## src/pinmux_cfg_pkg.sv

```systemverilog
/*
 * Pad configuration definitions for the pin multiplexer.
 * Holds the pad count, the 3-bit function select codes and the
 * per-pad and per-function vector types. Shared by the select
 * register cells, the routing blocks and the top level.
 */

package pinmux_cfg_pkg;

    // **************************************************
    // sizes
    // **************************************************
    localparam int N_PADS  = 12;
    localparam int N_FUNCS = 5;

    // **************************************************
    // function select codes
    // **************************************************
    // codes 5 and 6 are legal in the select register and act as off
    typedef enum logic [2:0] {
        FUNC_SPI0 = 3'd0,
        FUNC_SPI1 = 3'd1,
        FUNC_I2C0 = 3'd2,
        FUNC_I2C1 = 3'd3,
        FUNC_UART = 3'd4,
        FUNC_OFF  = 3'd7
    } pad_func_e;

    // pad index, wide enough for writes past the last pad
    typedef logic [3:0] pad_idx_t;

    // one bit per pad
    typedef logic [N_PADS-1:0] pad_vec_t;

    // one bit per routed function
    typedef logic [N_FUNCS-1:0] func_vec_t;

    // select value after reset
    localparam pad_func_e FUNC_RESET = FUNC_OFF;

endpackage

```

## src/pinmux_periph_pkg.sv

```systemverilog
/*
 * Peripheral side of the pin multiplexer.
 * Lane and chip-select counts of the SPI blocks, and the pad index
 * of every primary and alternate route. Output routes feed the
 * candidate builder, input routes feed the input gatherer.
 */

package pinmux_periph_pkg;

    import pinmux_cfg_pkg::*;

    localparam int SPI_LANES = 2;
    localparam int SPI0_CS   = 3;
    localparam int SPI1_CS   = 2;

    // **************************************************
    // output routes
    // **************************************************
    localparam pad_idx_t PAD_SPI0_SCLK     = 4'd0;
    localparam pad_idx_t PAD_SPI0_CS0      = 4'd1;
    localparam pad_idx_t PAD_SPI0_CS1      = 4'd4;
    localparam pad_idx_t PAD_SPI0_CS2      = 4'd7;
    localparam pad_idx_t PAD_SPI0_SDO0_PRI = 4'd2;
    localparam pad_idx_t PAD_SPI0_SDO0_ALT = 4'd8;
    localparam pad_idx_t PAD_SPI0_SDO1_PRI = 4'd5;
    localparam pad_idx_t PAD_SPI0_SDO1_ALT = 4'd10;

    localparam pad_idx_t PAD_SPI1_SCLK     = 4'd1;
    localparam pad_idx_t PAD_SPI1_CS0      = 4'd2;
    localparam pad_idx_t PAD_SPI1_CS1      = 4'd5;
    localparam pad_idx_t PAD_SPI1_SDO0_PRI = 4'd3;
    localparam pad_idx_t PAD_SPI1_SDO0_ALT = 4'd8;
    localparam pad_idx_t PAD_SPI1_SDO1_PRI = 4'd6;
    localparam pad_idx_t PAD_SPI1_SDO1_ALT = 4'd10;

    localparam pad_idx_t PAD_UART_TXD_PRI  = 4'd2;
    localparam pad_idx_t PAD_UART_TXD_ALT  = 4'd10;

    // i2c pads drive and read on the same route
    localparam pad_idx_t PAD_I2C0_SDA_PRI  = 4'd2;
    localparam pad_idx_t PAD_I2C0_SDA_ALT  = 4'd10;
    localparam pad_idx_t PAD_I2C0_SCL_PRI  = 4'd3;
    localparam pad_idx_t PAD_I2C0_SCL_ALT  = 4'd11;
    localparam pad_idx_t PAD_I2C1_SDA_PRI  = 4'd4;
    localparam pad_idx_t PAD_I2C1_SDA_ALT  = 4'd8;
    localparam pad_idx_t PAD_I2C1_SCL_PRI  = 4'd5;
    localparam pad_idx_t PAD_I2C1_SCL_ALT  = 4'd9;

    // **************************************************
    // input routes
    // **************************************************
    localparam pad_idx_t PAD_SPI0_SDI0_PRI = 4'd3;
    localparam pad_idx_t PAD_SPI0_SDI0_ALT = 4'd9;
    localparam pad_idx_t PAD_SPI0_SDI1_PRI = 4'd6;
    localparam pad_idx_t PAD_SPI0_SDI1_ALT = 4'd11;
    localparam pad_idx_t PAD_SPI1_SDI0_PRI = 4'd4;
    localparam pad_idx_t PAD_SPI1_SDI0_ALT = 4'd9;
    localparam pad_idx_t PAD_SPI1_SDI1_PRI = 4'd7;
    localparam pad_idx_t PAD_SPI1_SDI1_ALT = 4'd11;
    localparam pad_idx_t PAD_UART_RXD_PRI  = 4'd3;
    localparam pad_idx_t PAD_UART_RXD_ALT  = 4'd11;

endpackage

```

## src/pinmux_in_route.sv

```systemverilog
/*
 * Input side of the pin multiplexer.
 * Turns on a pad's input enable when its current function reads
 * that pad, and hands each peripheral input its primary pad if
 * selected, else its alternate pad, else 0.
 */

`timescale 1ns/1ns

module pinmux_in_route
    import pinmux_cfg_pkg::*, pinmux_periph_pkg::*;
(
    input  pad_vec_t             pad_in_i,
    input  pad_func_e            pad_func_i [N_PADS],
    output pad_vec_t             pad_ie_o,
    output logic [SPI_LANES-1:0] spi0_sdi_o,
    output logic [SPI_LANES-1:0] spi1_sdi_o,
    output logic                 i2c0_scl_in_o,
    output logic                 i2c0_sda_in_o,
    output logic                 i2c1_scl_in_o,
    output logic                 i2c1_sda_in_o,
    output logic                 uart_rxd_o
);

    localparam pad_idx_t SPI0_SDI_PRI [SPI_LANES] = '{PAD_SPI0_SDI0_PRI, PAD_SPI0_SDI1_PRI};
    localparam pad_idx_t SPI0_SDI_ALT [SPI_LANES] = '{PAD_SPI0_SDI0_ALT, PAD_SPI0_SDI1_ALT};
    localparam pad_idx_t SPI1_SDI_PRI [SPI_LANES] = '{PAD_SPI1_SDI0_PRI, PAD_SPI1_SDI1_PRI};
    localparam pad_idx_t SPI1_SDI_ALT [SPI_LANES] = '{PAD_SPI1_SDI0_ALT, PAD_SPI1_SDI1_ALT};

    // pads each function reads
    pad_vec_t rd_mask [N_FUNCS];

    // primary wins over alternate, nothing selected reads 0
    function automatic logic pick(pad_idx_t pri, pad_idx_t alt, pad_func_e func);
        logic val;
        val = 1'b0;
        if (pad_func_i[pri] == func) begin
            val = pad_in_i[pri];
        end else if (pad_func_i[alt] == func) begin
            val = pad_in_i[alt];
        end
        return val;
    endfunction

    // **************************************************
    // read map and input enables
    // **************************************************
    always_comb begin
        for (int f = 0; f < N_FUNCS; f++) begin
            rd_mask[f] = '0;
        end
        for (int l = 0; l < SPI_LANES; l++) begin
            rd_mask[FUNC_SPI0][SPI0_SDI_PRI[l]] = 1'b1;
            rd_mask[FUNC_SPI0][SPI0_SDI_ALT[l]] = 1'b1;
            rd_mask[FUNC_SPI1][SPI1_SDI_PRI[l]] = 1'b1;
            rd_mask[FUNC_SPI1][SPI1_SDI_ALT[l]] = 1'b1;
        end
        rd_mask[FUNC_I2C0][PAD_I2C0_SDA_PRI] = 1'b1;
        rd_mask[FUNC_I2C0][PAD_I2C0_SDA_ALT] = 1'b1;
        rd_mask[FUNC_I2C0][PAD_I2C0_SCL_PRI] = 1'b1;
        rd_mask[FUNC_I2C0][PAD_I2C0_SCL_ALT] = 1'b1;
        rd_mask[FUNC_I2C1][PAD_I2C1_SDA_PRI] = 1'b1;
        rd_mask[FUNC_I2C1][PAD_I2C1_SDA_ALT] = 1'b1;
        rd_mask[FUNC_I2C1][PAD_I2C1_SCL_PRI] = 1'b1;
        rd_mask[FUNC_I2C1][PAD_I2C1_SCL_ALT] = 1'b1;
        rd_mask[FUNC_UART][PAD_UART_RXD_PRI] = 1'b1;
        rd_mask[FUNC_UART][PAD_UART_RXD_ALT] = 1'b1;
    end

    always_comb begin
        pad_ie_o = '0;
        for (int p = 0; p < N_PADS; p++) begin
            if (int'(pad_func_i[p]) < N_FUNCS) begin
                pad_ie_o[p] = rd_mask[pad_func_i[p]][p];
            end
        end
    end

    // **************************************************
    // peripheral inputs
    // **************************************************
    always_comb begin
        for (int l = 0; l < SPI_LANES; l++) begin
            spi0_sdi_o[l] = pick(SPI0_SDI_PRI[l], SPI0_SDI_ALT[l], FUNC_SPI0);
            spi1_sdi_o[l] = pick(SPI1_SDI_PRI[l], SPI1_SDI_ALT[l], FUNC_SPI1);
        end
        i2c0_sda_in_o = pick(PAD_I2C0_SDA_PRI, PAD_I2C0_SDA_ALT, FUNC_I2C0);
        i2c0_scl_in_o = pick(PAD_I2C0_SCL_PRI, PAD_I2C0_SCL_ALT, FUNC_I2C0);
        i2c1_sda_in_o = pick(PAD_I2C1_SDA_PRI, PAD_I2C1_SDA_ALT, FUNC_I2C1);
        i2c1_scl_in_o = pick(PAD_I2C1_SCL_PRI, PAD_I2C1_SCL_ALT, FUNC_I2C1);
        uart_rxd_o    = pick(PAD_UART_RXD_PRI, PAD_UART_RXD_ALT, FUNC_UART);
    end

endmodule

```

## src/pinmux_out_route.sv

```systemverilog
/*
 * Output candidate builder for the pin multiplexer.
 * For every pad and every function code it places the peripheral
 * output value and output enable that the mapping table assigns
 * there. Empty table entries stay 0. The pad cells pick one bit.
 */

`timescale 1ns/1ns

module pinmux_out_route
    import pinmux_cfg_pkg::*, pinmux_periph_pkg::*;
(
    input  logic                 spi0_sclk_i,
    input  logic [SPI0_CS-1:0]   spi0_csn_i,
    input  logic [SPI_LANES-1:0] spi0_sdo_i,
    input  logic [SPI_LANES-1:0] spi0_oe_i,
    input  logic                 spi1_sclk_i,
    input  logic [SPI1_CS-1:0]   spi1_csn_i,
    input  logic [SPI_LANES-1:0] spi1_sdo_i,
    input  logic [SPI_LANES-1:0] spi1_oe_i,
    input  logic                 i2c0_scl_out_i,
    input  logic                 i2c0_scl_oe_i,
    input  logic                 i2c0_sda_out_i,
    input  logic                 i2c0_sda_oe_i,
    input  logic                 i2c1_scl_out_i,
    input  logic                 i2c1_scl_oe_i,
    input  logic                 i2c1_sda_out_i,
    input  logic                 i2c1_sda_oe_i,
    input  logic                 uart_txd_i,
    output func_vec_t            cand_out_o [N_PADS],
    output func_vec_t            cand_oe_o  [N_PADS]
);

    // per-lane and per-cs route tables
    localparam pad_idx_t SPI0_CS_PAD [SPI0_CS] = '{PAD_SPI0_CS0, PAD_SPI0_CS1, PAD_SPI0_CS2};
    localparam pad_idx_t SPI1_CS_PAD [SPI1_CS] = '{PAD_SPI1_CS0, PAD_SPI1_CS1};
    localparam pad_idx_t SPI0_SDO_PRI [SPI_LANES] = '{PAD_SPI0_SDO0_PRI, PAD_SPI0_SDO1_PRI};
    localparam pad_idx_t SPI0_SDO_ALT [SPI_LANES] = '{PAD_SPI0_SDO0_ALT, PAD_SPI0_SDO1_ALT};
    localparam pad_idx_t SPI1_SDO_PRI [SPI_LANES] = '{PAD_SPI1_SDO0_PRI, PAD_SPI1_SDO1_PRI};
    localparam pad_idx_t SPI1_SDO_ALT [SPI_LANES] = '{PAD_SPI1_SDO0_ALT, PAD_SPI1_SDO1_ALT};

    always_comb begin
        for (int p = 0; p < N_PADS; p++) begin
            cand_out_o[p] = '0;
            cand_oe_o[p]  = '0;
        end

        // clocks and chip selects always drive
        cand_out_o[PAD_SPI0_SCLK][FUNC_SPI0] = spi0_sclk_i;
        cand_oe_o[PAD_SPI0_SCLK][FUNC_SPI0]  = 1'b1;
        cand_out_o[PAD_SPI1_SCLK][FUNC_SPI1] = spi1_sclk_i;
        cand_oe_o[PAD_SPI1_SCLK][FUNC_SPI1]  = 1'b1;
        for (int c = 0; c < SPI0_CS; c++) begin
            cand_out_o[SPI0_CS_PAD[c]][FUNC_SPI0] = spi0_csn_i[c];
            cand_oe_o[SPI0_CS_PAD[c]][FUNC_SPI0]  = 1'b1;
        end
        for (int c = 0; c < SPI1_CS; c++) begin
            cand_out_o[SPI1_CS_PAD[c]][FUNC_SPI1] = spi1_csn_i[c];
            cand_oe_o[SPI1_CS_PAD[c]][FUNC_SPI1]  = 1'b1;
        end

        // data lanes follow the lane's own oe, on both routes
        for (int l = 0; l < SPI_LANES; l++) begin
            cand_out_o[SPI0_SDO_PRI[l]][FUNC_SPI0] = spi0_sdo_i[l];
            cand_oe_o[SPI0_SDO_PRI[l]][FUNC_SPI0]  = spi0_oe_i[l];
            cand_out_o[SPI0_SDO_ALT[l]][FUNC_SPI0] = spi0_sdo_i[l];
            cand_oe_o[SPI0_SDO_ALT[l]][FUNC_SPI0]  = spi0_oe_i[l];
            cand_out_o[SPI1_SDO_PRI[l]][FUNC_SPI1] = spi1_sdo_i[l];
            cand_oe_o[SPI1_SDO_PRI[l]][FUNC_SPI1]  = spi1_oe_i[l];
            cand_out_o[SPI1_SDO_ALT[l]][FUNC_SPI1] = spi1_sdo_i[l];
            cand_oe_o[SPI1_SDO_ALT[l]][FUNC_SPI1]  = spi1_oe_i[l];
        end

        // i2c open-drain style, enable comes from the controller
        cand_out_o[PAD_I2C0_SDA_PRI][FUNC_I2C0] = i2c0_sda_out_i;
        cand_oe_o[PAD_I2C0_SDA_PRI][FUNC_I2C0]  = i2c0_sda_oe_i;
        cand_out_o[PAD_I2C0_SDA_ALT][FUNC_I2C0] = i2c0_sda_out_i;
        cand_oe_o[PAD_I2C0_SDA_ALT][FUNC_I2C0]  = i2c0_sda_oe_i;
        cand_out_o[PAD_I2C0_SCL_PRI][FUNC_I2C0] = i2c0_scl_out_i;
        cand_oe_o[PAD_I2C0_SCL_PRI][FUNC_I2C0]  = i2c0_scl_oe_i;
        cand_out_o[PAD_I2C0_SCL_ALT][FUNC_I2C0] = i2c0_scl_out_i;
        cand_oe_o[PAD_I2C0_SCL_ALT][FUNC_I2C0]  = i2c0_scl_oe_i;
        cand_out_o[PAD_I2C1_SDA_PRI][FUNC_I2C1] = i2c1_sda_out_i;
        cand_oe_o[PAD_I2C1_SDA_PRI][FUNC_I2C1]  = i2c1_sda_oe_i;
        cand_out_o[PAD_I2C1_SDA_ALT][FUNC_I2C1] = i2c1_sda_out_i;
        cand_oe_o[PAD_I2C1_SDA_ALT][FUNC_I2C1]  = i2c1_sda_oe_i;
        cand_out_o[PAD_I2C1_SCL_PRI][FUNC_I2C1] = i2c1_scl_out_i;
        cand_oe_o[PAD_I2C1_SCL_PRI][FUNC_I2C1]  = i2c1_scl_oe_i;
        cand_out_o[PAD_I2C1_SCL_ALT][FUNC_I2C1] = i2c1_scl_out_i;
        cand_oe_o[PAD_I2C1_SCL_ALT][FUNC_I2C1]  = i2c1_scl_oe_i;

        // uart tx
        cand_out_o[PAD_UART_TXD_PRI][FUNC_UART] = uart_txd_i;
        cand_oe_o[PAD_UART_TXD_PRI][FUNC_UART]  = 1'b1;
        cand_out_o[PAD_UART_TXD_ALT][FUNC_UART] = uart_txd_i;
        cand_oe_o[PAD_UART_TXD_ALT][FUNC_UART]  = 1'b1;
    end

endmodule

```

## src/pinmux_pad_cell.sv

```systemverilog
/*
 * One multiplexed pad.
 * Keeps the pad's function select, loaded when a config write
 * names this pad, and picks the output value and enable of the
 * selected function. Unused codes and off drive 0 with no enable.
 */

`timescale 1ns/1ns

module pinmux_pad_cell
    import pinmux_cfg_pkg::*;
#(
    parameter pad_idx_t PAD_INDEX = 4'd0
) (
    input  logic      pclk,
    input  logic      rst_n_i,
    input  logic      cfg_we_i,
    input  pad_idx_t  cfg_pad_i,
    input  pad_func_e cfg_func_i,
    input  func_vec_t cand_out_i,
    input  func_vec_t cand_oe_i,
    output logic      pad_out_o,
    output logic      pad_oe_o,
    output pad_func_e func_o
);

    pad_func_e sel_q;

    // **************************************************
    // select register
    // **************************************************
    // writes past the last pad never match any cell
    always_ff @(posedge pclk) begin
        if (!rst_n_i) begin
            sel_q <= FUNC_RESET;
        end else if (cfg_we_i && (cfg_pad_i == PAD_INDEX)) begin
            sel_q <= cfg_func_i;
        end
    end

    // **************************************************
    // output mux
    // **************************************************
    always_comb begin
        pad_out_o = 1'b0;
        pad_oe_o  = 1'b0;
        // only codes below N_FUNCS have a candidate
        if (int'(sel_q) < N_FUNCS) begin
            pad_out_o = cand_out_i[sel_q];
            pad_oe_o  = cand_oe_i[sel_q];
        end
    end

    assign func_o = sel_q;

endmodule

```

## src/pinmux_top.sv

```systemverilog
/*
 * Pin multiplexer top level.
 * Twelve shared pads, each with a select written by pad index.
 * Peripheral outputs go through the candidate builder into the
 * pad cells, pad inputs come back through the input router.
 */

`timescale 1ns/1ns

module pinmux_top
    import pinmux_cfg_pkg::*;
(
    input  logic       pclk,
    input  logic       rst_n_i,

    // select writes
    input  logic       cfg_we_i,
    input  pad_idx_t   cfg_pad_i,
    input  pad_func_e  cfg_func_i,

    // pads
    input  pad_vec_t   pad_in_i,
    output pad_vec_t   pad_out_o,
    output pad_vec_t   pad_oe_o,
    output pad_vec_t   pad_ie_o,

    // spi0, three chip selects
    input  logic       spi0_sclk_i,
    input  logic [2:0] spi0_csn_i,
    input  logic [1:0] spi0_sdo_i,
    input  logic [1:0] spi0_oe_i,
    output logic [1:0] spi0_sdi_o,

    // spi1, two chip selects
    input  logic       spi1_sclk_i,
    input  logic [1:0] spi1_csn_i,
    input  logic [1:0] spi1_sdo_i,
    input  logic [1:0] spi1_oe_i,
    output logic [1:0] spi1_sdi_o,

    input  logic       i2c0_scl_out_i,
    input  logic       i2c0_scl_oe_i,
    output logic       i2c0_scl_in_o,
    input  logic       i2c0_sda_out_i,
    input  logic       i2c0_sda_oe_i,
    output logic       i2c0_sda_in_o,

    input  logic       i2c1_scl_out_i,
    input  logic       i2c1_scl_oe_i,
    output logic       i2c1_scl_in_o,
    input  logic       i2c1_sda_out_i,
    input  logic       i2c1_sda_oe_i,
    output logic       i2c1_sda_in_o,

    input  logic       uart_txd_i,
    output logic       uart_rxd_o
);

    func_vec_t cand_out [N_PADS];
    func_vec_t cand_oe  [N_PADS];
    pad_func_e pad_func [N_PADS];

    // **************************************************
    // output candidates
    // **************************************************
    pinmux_out_route x_out_route (
        .spi0_sclk_i    (spi0_sclk_i),
        .spi0_csn_i     (spi0_csn_i),
        .spi0_sdo_i     (spi0_sdo_i),
        .spi0_oe_i      (spi0_oe_i),
        .spi1_sclk_i    (spi1_sclk_i),
        .spi1_csn_i     (spi1_csn_i),
        .spi1_sdo_i     (spi1_sdo_i),
        .spi1_oe_i      (spi1_oe_i),
        .i2c0_scl_out_i (i2c0_scl_out_i),
        .i2c0_scl_oe_i  (i2c0_scl_oe_i),
        .i2c0_sda_out_i (i2c0_sda_out_i),
        .i2c0_sda_oe_i  (i2c0_sda_oe_i),
        .i2c1_scl_out_i (i2c1_scl_out_i),
        .i2c1_scl_oe_i  (i2c1_scl_oe_i),
        .i2c1_sda_out_i (i2c1_sda_out_i),
        .i2c1_sda_oe_i  (i2c1_sda_oe_i),
        .uart_txd_i     (uart_txd_i),
        .cand_out_o     (cand_out),
        .cand_oe_o      (cand_oe)
    );

    // **************************************************
    // pad cells
    // **************************************************
    for (genvar g = 0; g < N_PADS; g++) begin : g_pad_cell
        pinmux_pad_cell #(
            .PAD_INDEX (pad_idx_t'(g))
        ) x_pad_cell (
            .pclk       (pclk),
            .rst_n_i    (rst_n_i),
            .cfg_we_i   (cfg_we_i),
            .cfg_pad_i  (cfg_pad_i),
            .cfg_func_i (cfg_func_i),
            .cand_out_i (cand_out[g]),
            .cand_oe_i  (cand_oe[g]),
            .pad_out_o  (pad_out_o[g]),
            .pad_oe_o   (pad_oe_o[g]),
            .func_o     (pad_func[g])
        );
    end

    // **************************************************
    // inputs back to the peripherals
    // **************************************************
    pinmux_in_route x_in_route (
        .pad_in_i      (pad_in_i),
        .pad_func_i    (pad_func),
        .pad_ie_o      (pad_ie_o),
        .spi0_sdi_o    (spi0_sdi_o),
        .spi1_sdi_o    (spi1_sdi_o),
        .i2c0_scl_in_o (i2c0_scl_in_o),
        .i2c0_sda_in_o (i2c0_sda_in_o),
        .i2c1_scl_in_o (i2c1_scl_in_o),
        .i2c1_sda_in_o (i2c1_sda_in_o),
        .uart_rxd_o    (uart_rxd_o)
    );

endmodule

```

## config.mk

```make
export PLATFORM = sky130hd
export DESIGN_NAME = pinmux_top
export DESIGN_NICKNAME = d
export VERILOG_FILES = /design/src/pinmux_cfg_pkg.sv /design/src/pinmux_periph_pkg.sv /design/src/pinmux_in_route.sv /design/src/pinmux_out_route.sv /design/src/pinmux_pad_cell.sv /design/src/pinmux_top.sv
export SDC_FILE = /design/constraint.sdc
export NUM_CORES = 1
export LEC_CHECK = 0
export BUFFER_PORTS_ARGS = -buffer_cell sky130_fd_sc_hd__buf_2
export CAP_MARGIN = 5
export CORE_MARGIN = 4
export CORE_UTILIZATION = 57
export CTS_BUF_LIST = sky130_fd_sc_hd__clkbuf_16
export DETAILED_ROUTE_END_ITERATION = 10
export PLACE_DENSITY = 0.83
export RECOVER_POWER = 100
export REMOVE_ABC_BUFFERS = 1
export SETUP_SLACK_MARGIN = 0.1
export SLEW_MARGIN = 20
export SYNTH_ARGS = -nofsm -noshare
export SYNTH_HDL_FRONTEND = slang
export SYNTH_HIERARCHICAL = 1
export SYNTH_SLANG_ARGS = --single-unit
```

## constraint.sdc

```tcl
create_clock -name pclk -period 1.5 [get_ports pclk]
set_clock_uncertainty 0.15 [all_clocks]
set_input_delay 0.225 -clock pclk [delete_from_list [all_inputs] [get_ports pclk]]
set_output_delay 0.225 -clock pclk [all_outputs]
set_load 0.01 [all_outputs]
```

Word-level counts from Yosys, hierarchy flattened
Memories as Yosys holds them, arrays and structs flattened. A register that Yosys moved wholly into a read port is not among the register bits. Cells that the tools add are included.

Bits of input ports: 46. Flip-flop bits (word level): 36. Word-level logic and storage cells: 246. Output and inout bits: 45. Memory bits (read-only): 1176. Memories: 15.

Equality and inequality tests: 25. $lt $le $gt $ge: 36. Reduce and logical (&&, ||, !) cells: 17. Bitwise operators: 12. Multiplexer cells: 129.

Memories: (no name shown) (depth 8, width 12, rd ports 1, clocked after Yosys merged registers in 0, write ports 0, line pinmux_in_route.sv:74) `pad_ie_o[p] = rd_mask[pad_func_i[p]][p];`; (no name shown) (depth 8, width 12, rd ports 1, clocked after Yosys merged registers in 0, write ports 0, line pinmux_in_route.sv:74); (no name shown) (depth 8, width 12, rd ports 1, clocked after Yosys merged registers in 0, write ports 0, line pinmux_in_route.sv:74); (no name shown) (depth 8, width 12, rd ports 1, clocked after Yosys merged registers in 0, write ports 0, line pinmux_in_route.sv:74); (no name shown) (depth 8, width 12, rd ports 1, clocked after Yosys merged registers in 0, write ports 0, line pinmux_in_route.sv:74); (no name shown) (depth 8, width 12, rd ports 1, clocked after Yosys merged registers in 0, write ports 0, line pinmux_in_route.sv:74); 9 more memories.

Operator list (number): $mux 1 (80); $bmux 1 s3 (21); $ge 4x4->1 const B (12); $lt 3x4->1 const B (12); $not 3->4 (12); $lt 3x3->1 const B (12); $eq 3x2->1 const B (8); $mux 12 (2); $mux 3 (8); $mux 11 (2); $mux 10 (2); $mux 9 (2); $eq 4x3->1 const B (4); $eq 4x4->1 const B (4); $mux 8 (2); $mux 7 (2); $eq 3x1->1 const B (4); $logic_and 1x1->1 (12); $logic_not 3->1 (4); $mux 6 (2); $mux 5 (2); $eq 4x2->1 const B (2); $mux 4 (2); $eq 3x3->1 const B (2); 3 further kinds (4).

Depth between registers and ports, before layout
Gate-level depths: netlist (run 1).

Depth in word-level cells: 5. Gate-level depth with buffers: 4. Depth with buffers taken out: 3.

Cells and area by module
The synthesis (run 1) kept the hierarchy.

Modules (own cells, without submodules): pinmux_pad_cell (g_pad_cell[10].x_pad_cell ...) (seq. area each 60.1 um^2, area an instance 261.5 um^2, cells each 29, times used 5); pinmux_out_route (seq. area each 0.0 um^2, area an instance 908.4 um^2, cells each 122, times used 1); pinmux_pad_cell (g_pad_cell[4].x_pad_cell ...) (seq. area each 60.1 um^2, area an instance 271.5 um^2, cells each 29, times used 2); pinmux_pad_cell (g_pad_cell[1].x_pad_cell ...) (seq. area each 60.1 um^2, area an instance 265.3 um^2, cells each 30, times used 2); pinmux_pad_cell (g_pad_cell[11].x_pad_cell ...) (seq. area each 60.1 um^2, area an instance 235.2 um^2, cells each 28, times used 2); pinmux_in_route (seq. area each 0.0 um^2, area an instance 347.8 um^2, cells each 40, times used 1); pinmux_pad_cell (g_pad_cell[0].x_pad_cell) (seq. area each 60.1 um^2, area an instance 274.0 um^2, cells each 29, times used 1).

Worst setup path before layout (run 1)
OpenSTA, ideal clock, no wires.

Kind: register to output. From: register g_pad_cell[2].x_pad_cell.sel_q[1]. To: output i2c0_sda_in_o. Data arrival time: 1.063 ns. Required time: 1.125 ns. Path buffers: 0. Path slack: 0.062 ns. Stages on the path, launching flop included: 3. Cell sequence: dfxtp_1 -> nor3b_2 -> mux2_2.

Longest elaborated chain between the ends: 2.

Ends and longest elaborated chain: start: declaration (line pinmux_pad_cell.sv:27) `pad_func_e sel_q;`; start signal: assignment (line pinmux_pad_cell.sv:37) `sel_q <= cfg_func_i;`; $eq 3x2->1 (line pinmux_in_route.sv:37) `if (pad_func_i[pri] == func) begin`; $mux 1 (line pinmux_in_route.sv:37); end: declaration (line pinmux_top.sv:46) `output logic i2c0_sda_in_o,`.

No other way between the ends.

Worst setup path in the final report (run 1)
From: register g_pad_cell[11].x_pad_cell.sel_q[0]. To: output pad_out_o[11].

Longest elaborated chain between the ends: 3. Elaborated cells on any way between the ends: 4. Those cells by class: order compare (1); mux (3).

Ends and longest elaborated chain: start: declaration (line pinmux_pad_cell.sv:27); start signal: assignment (line pinmux_pad_cell.sv:37); $bmux 1 s3 (line pinmux_pad_cell.sv:49) `pad_out_o = cand_out_i[sel_q];`; $mux 1 (implied by the code) (line pinmux_pad_cell.sv:49); $mux 1 (*) (line pinmux_pad_cell.sv:48) `if (int'(sel_q) < N_FUNCS) begin`; end: declaration (line pinmux_top.sv:23) `output pad_vec_t pad_out_o,`.

Mark *: on every way between the ends. The rest lies on a longest branch, timed or not. The select of a mux whose other input is x is not followed.

==> flow_summary.ini, run 1 <==
[final_layout]
antennaDiodeCount = 0
utilization_pct = 68.8
area_growth_syn_to_layout_pct = 15.7
drive_above_1_share_pct = 40.1
final_common_cell = conb_1
stdcell_area_um2 = 5070
mostFrequentLayoutCells = conb_1, mux2i_1, buf_2
nFillCells = 573
nNetsFinal = 639
largest_register_ffs = 36

[synth]
yosysUniqueCellTypes = 35
syn_inst = 510
avgSynthCellArea_um2 = 8.59
yosysWarnings = 6
ys_seq_area_share_pct = 16.4
ys_ff_latch = 36
synth_area_um2 = 4380

[die]
rows = 31
fp.dieH_um = 95.7
boundaryPins = 91
core_area_um2 = 7370
die_x_um = 95.7
die_area_um2 = 9150
start_util_pct = 59.5

[run]
maxCapViolCount = 0

[timing]
fmax_mhz = 573
fin_crit_sh_pct = 116
slew_headroom_pct = 60.1
hold-worst-slack_ns = 0.233
fin_ws_ns = -0.246
worstMarginPinSlew_ns = 0.598
final.min_clock_period_ns = 1.75
slew_viol_final = 0
setup_viol = 35
hold_viol = 0
rsz0062_at_grt = yes

[drt]
wl_mm = 9.30
drt.antenna.violating_nets = 0
drt-wirelength-per-cell_um = 13.4
detail_route.iter0.violations = 189
wl_met1_mm = 3.92
vias = 3448
highest_layer = met4
drcViolationCount = 0
wl_met2_mm = 4.85
route.met3.wl_um = 382
first_pass_iters = 4
viasPerCell = 4.98

[clock_network]
cts-root-buf = clkbuf_16
h-tree-depth = 2
insertion_delay_ns = 0.27
cts.path.max_buffers = 2
cts_sinks = 36
cts_made_buffers = 5
cts_tree = done
clk_pin_slew_worst_paths_ns = 0.06

[setup_path]
crit_type = register to output port
path_cells = buf_6, mux2i_1, a211o_1, o21ai_2, buf_2
critPathTopFamily = flip-flops
worst-path-max-fanout = 6
cp_data_required_time_ns = 1.12
critical_path.max_stage_delay_ns = 0.37
critPathBufInv = 2
start_kind = register
cp.arrival_ns = 1.37
cp-end-kind = output port
critPathSlowestCell = dfxtp_4

[grt]
grtUsageTotal_pct = 20.2
first_global_vias = 3329
grt_max_degree = 67
grt_remaining_overflow = 0
antenna_found_initial = 0
grt_pass1_wl_mm = 15.0

[placed_design]
hpwl_mm = 6.27
place.port_buffers = 86
placed_cell_area_um2 = 4350
routabilityCongestion = 0.794
preCtsSetupSlack_ns = -0.156

[pwr]
ir_drop_v = 0.000452
fin_total_pwr_mw = 2.39
power.leakage_nw = 2.57
power_density_nw_per_um2 = 472

[status]
outcome = complete, but fails checks
violations = negative setup slack

[hold_path]
hold_path.class = input pin to register
## layout make-up
type,instances,area [um2],share of cell area [%]
inverters,8,30.0,0.592
flip-flops and latches,36,816,16.1
multi-input cells,396,2930,57.7
clock inverters,3,13.8,0.271
well taps,99,124,2.44
clock buffers,5,125,2.47
repair buffers,146,1040,20.5
## stage by stage
| step | cells | TNS (ns) |
|---|---|---|
| global route | 693 | -6.81 |
| detailed placement | 656 | -0.200 |
| floorplan | 440 | -0.0164 |
| CTS | 686 | -4.90 |
| finish | 693 | -4.77 |
| global placement | 656 | -0.170 |
## worst paths after layout
path	cells after the start	slack (ns)	to	from
worst max-delay path	5	-0.25	pad_out_o[11]	g_pad_cell[11].x_pad_cell/func_o[0]
worst min-delay path	3	0.23	g_pad_cell[0].x_pad_cell/func_o[2]	cfg_func_i[2]
worst max register to register	5	0.15	g_pad_cell[3].x_pad_cell/func_o[0]	g_pad_cell[3].x_pad_cell/func_o[0]
worst min register to register	2	0.39	g_pad_cell[4].x_pad_cell/func_o[1]	g_pad_cell[4].x_pad_cell/func_o[1]
## cells by family (layout without fill, tap and decap cells)
group,Yosys count,in the layout,synth area share [%]
DFF,36,36,16.4
muxes,87,87,20.1
AOI/OAI and AO/OA,100,100,15.8
buffers and inverters,156,162,26.3
other,3,81,0.257
and+or+nand+nor,128,128,21.1
## where the power goes
part	leakage, nW	switching (mW)	total, mW	internal (mW)
registers	0.285	0.0268	0.966	0.939
clock network	0.0710	0.380	0.983	0.603
logic	2.21	0.235	0.444	0.209
total	2.57	0.642	2.39	1.75
## worst register-to-register path: cells and delay by family, from the launching register on
family                 cells  cell delay, ns
buffers and inverters      3            0.33
DFF                        1            0.42
muxes                      1            0.15
and+or+nand+nor            1            0.21
## synthesized netlist by cell type
library cell,count,share of area [%]
conb_1,3,0.26
nand2_1,15,1.3
buf_2,14,1.6
o21ai_0,20,2.3
mux2i_1,78,18
nor4b_1,2,0.40
a21o_2,1,0.20
inv_1,8,0.69
nor4_4,3,1.5
nor2_2,5,0.71
nor3b_1,2,0.34
nor2b_1,51,7.3
a21oi_1,14,1.6
nand3b_1,14,2.4
a211o_1,12,2.4
and2b_2,10,2.0
nor3_1,1,0.11
o22a_1,12,2.4
buf_6,12,3.1
and4b_1,4,0.91
mux2_2,8,2.1
nand4b_1,5,1.0
nor3_2,1,0.23
nand4_1,2,0.29
buf_4,122,21
o21ai_1,11,1.3
nor2_1,3,0.26
mux2_1,1,0.26
o311ai_0,6,1.2
o21a_1,12,2.1
dfxtp_1,36,16
nand2b_1,1,0.14
o21ai_2,12,2.4
nor4bb_1,5,1.1
nor3b_2,4,1.1
## layer usage
metal | up-vias | global-route usage (%)
met2 | 72 | 37.3
met4 | 0 | 5.45
li1 | 1759 | -
met1 | 1607 | 24.1
met3 | 10 | 3.08
met5 | - | 0
## repair_timing
item	4_1_cts	5_1_grt
hold buffers	0	0
resized for setup	117	16
endpoints found under the hold margin	0	0
setup buffers	24	8
pin swaps	18	11
setup endpoints to repair	43	43
cloned	0	0
Power figures use the tool's default switching activity.
==> inputs of run 2 (changes only) <==
--- a/config.mk
+++ b/config.mk
@@ -6,11 +6,12 @@
 export NUM_CORES = 1
 export LEC_CHECK = 0
+export ABC_AREA = 1
 export BUFFER_PORTS_ARGS = -buffer_cell sky130_fd_sc_hd__buf_2
 export CAP_MARGIN = 5
 export CORE_MARGIN = 4
-export CORE_UTILIZATION = 57
+export CORE_UTILIZATION = 56
 export CTS_BUF_LIST = sky130_fd_sc_hd__clkbuf_16
 export DETAILED_ROUTE_END_ITERATION = 10
-export PLACE_DENSITY = 0.83
+export PLACE_DENSITY = 0.82
 export RECOVER_POWER = 100
 export REMOVE_ABC_BUFFERS = 1
--- a/constraint.sdc
+++ b/constraint.sdc
@@ -3,3 +3,3 @@
 set_input_delay 0.225 -clock pclk [delete_from_list [all_inputs] [get_ports pclk]]
 set_output_delay 0.225 -clock pclk [all_outputs]
-set_load 0.01 [all_outputs]
+set_load 0.05 [all_outputs]
==> flow_summary.ini, run 2 <==
[setup_path]
cp-endpoint = spi1_sdi_o[1]
startpoint = g_pad_cell[7].x_pad_cell/func_o[0]
crit_type = register to output port
cp.arrival_ns = 1.25
critical_path.max_stage_delay_ns = 0.37
cp_data_required_time_ns = 1.12
r2r_cells = 4
rr_endpoint = g_pad_cell[3].x_pad_cell/func_o[0]
crit_top_cell = nand2_1
critPathSlowestCell = dfxtp_4
r2r_start = g_pad_cell[3].x_pad_cell/func_o[0]
start_kind = register
cp-end-kind = output port
path_cells = inv_2, nor2_1, nand2_1, inv_2, nand2_1, nand2_1, buf_6
worst-path-max-fanout = 5
worst-r2r-setup-slack_ns = 0.49

[die]
rows = 31
boundaryPins = 91
fp.dieH_um = 95.8
die_area_um2 = 9180
start_util_pct = 58.6
core_area_um2 = 7370
die_x_um = 95.8

[clock_network]
clk_pin_slew_worst_paths_ns = 0.05
h-tree-depth = 2
cts.path.max_buffers = 2
hold_buffers = 0
insertion_delay_ns = 0.27
cts_sinks = 36
cts-root-buf = clkbuf_16
cts_made_buffers = 5
cts_tree = done

[drt]
drt-wirelength-per-cell_um = 10.1
viasPerCell = 4.48
drt.antenna.violating_nets = 0
first_pass_iters = 5
drcViolationCount = 0
vias = 4434
wl_mm = 9.99
detail_route.iter0.violations = 176

[final_layout]
drive_above_1_share_pct = 30.6
nNetsFinal = 939
stdcell_area_um2 = 5450
mostFrequentLayoutCells = nand2_1, inv_1, nand3_1
largest_register_ffs = 36
area_growth_syn_to_layout_pct = 26.3
final_common_cell = nand2_1
antennaDiodeCount = 0
finalNonFillerCells = 990

[pwr]
power_density_nw_per_um2 = 469
ir_drop_v = 0.000478
power.leakage_nw = 3.33
fin_total_pwr_mw = 2.56

[status]
violations = negative setup slack
outcome = complete, but fails checks

[synth]
ys_seq_area_share_pct = 16.7
synthFlopType = dfxtp_1
synth_compound_area_share_pct = 1.04
yosysUniqueCellTypes = 14
synthAdderAreaFrac_pct = 0
synth_common_cells = nand2_1, inv_1, nand3_1
synth-simple-area-share_pct = 45.3
synthMuxAreaShare_pct = 0
synthArstFlopShare_pct = 0
avgSynthCellArea_um2 = 5.34
yosysTopAreaCell = nand2_1
synth_top_area_share_pct = 22.6
synth_most_common_cell = nand2_1
synth_top_family_by_area = simple AND/OR/NAND/NOR gates
synth-edff-count = 0
ys_ff_latch = 36
yosysWarnings = 6
synth_xor_area_share_pct = 0
synth_area_um2 = 4320
synth_area_leaders = nand2_1, buf_4, dfxtp_1
syn_inst = 808

[grt]
grtUsageTotal_pct = 21.2
grt_pass1_wl_mm = 16.1
grt_remaining_overflow = 0
first_global_vias = 3943
grt_max_degree = 37
antenna_found_initial = 1

[timing]
slew_viol_final = 0
fin_crit_sh_pct = 108
rsz0062_at_grt = yes
hold_viol = 0
fmax_mhz = 615
fin_ws_ns = -0.126
setup_viol = 33
slew_headroom_pct = 46.4
setup_tns_ns = -2.09
worstMarginPinSlew_ns = 0.805
final.min_clock_period_ns = 1.63

[hold_path]
hold_path.class = input pin to register

[placed_design]
routabilityCongestion = 0.839
dp_cells = 973
placed_cell_area_um2 = 4440
hpwl_mm = 6.55
place.port_buffers = 86
preCtsSetupSlack_ns = -0.00352

[run]
maxCapViolCount = 0
-- run 2: changes by cell type after synthesis, sizes merged, moves of 14 or more --
cell and change:
mux2i -78, inv +170, nand2 +245, nand3 +138, nand4 +14, nor2b -51
nor2 +36, buf -26, o21ai -36
-- run 2: metal layers --
metal	routed length, um	part of all wire, %	global-route usage [%]
met2	5070	51	38.7
met1	4330	43	26.1
met5	8	0.080	0
met3	546	5.5	3.36
met4	32	0.32	3.91
-- run 2: cells by family (layout without fill, tap and decap cells) --
kind of cell	Yosys count	in the layout
and+or+nand+nor	460	460
AOI/OAI and AO/OA	9	9
other	3	81
DFF	36	36
buffers and inverters	300	305
-- run 2: repair_timing --
item	CTS	global route
pin swaps	61	54
gates resized for setup	195	85
buffers inserted	7	5
endpoints found under the setup margin	43	43
-- run 2: power by group --
group          total, mW  internal, mW  switching [mW]
registers          0.993         0.955          0.0381
logic              0.636         0.232           0.404
clock network      0.928         0.585           0.343
total               2.56          1.77           0.784
-- run 2: final cells by class --
| class | count | area [um2] |
|---|---|---|
| clock buffer | 5 | 125 |
| fill | 598 | 1920 |
| inverter | 178 | 691 |
| multi-input combinational | 550 | 2660 |
| sequential | 36 | 803 |
| tap | 99 | 124 |
| timing repair buffer | 122 | 1050 |
-- run 2: worst max-delay path: cells and delay by family (launching register included) --
family	cells	cell delay, ns
and+or+nand+nor	4	0.32
buffers and inverters	3	0.28
DFF	1	0.37
-- run 2: through the flow --
| step | util (%) | hold WS [ns] |
|---|---|---|
| 6_report | 74.0 | 0.198 |
| 5_1_grt | 74.0 | 0.210 |
| 2_1_floorplan | - | 0.159 |
| 3_3_place_gp | 60.3 | 0.348 |
| 3_5_place_dp | 60.3 | 0.351 |
| 4_1_cts | 70.1 | 0.193 |
-- run 2: how the worst min path moves through the flow --
| stage | from | endpoint | cells past startpoint | slack [ns] |
|---|---|---|---|---|
| finish | rst_n_i | g_pad_cell[1].x_pad_cell/func_o[2] | 3 | 0.20 |
| global route | rst_n_i | g_pad_cell[1].x_pad_cell/func_o[2] | 3 | 0.21 |
| CTS | rst_n_i | g_pad_cell[10].x_pad_cell/func_o[1] | 3 | 0.19 |
| detailed placement | g_pad_cell[0].x_pad_cell/func_o[2] | g_pad_cell[0].x_pad_cell/func_o[2] | 2 | 0.35 |
| global placement | g_pad_cell[0].x_pad_cell/func_o[2] | g_pad_cell[0].x_pad_cell/func_o[2] | 2 | 0.35 |
| floorplan | rst_n_i | g_pad_cell[3].x_pad_cell/func_o[0] | 1 | 0.16 |
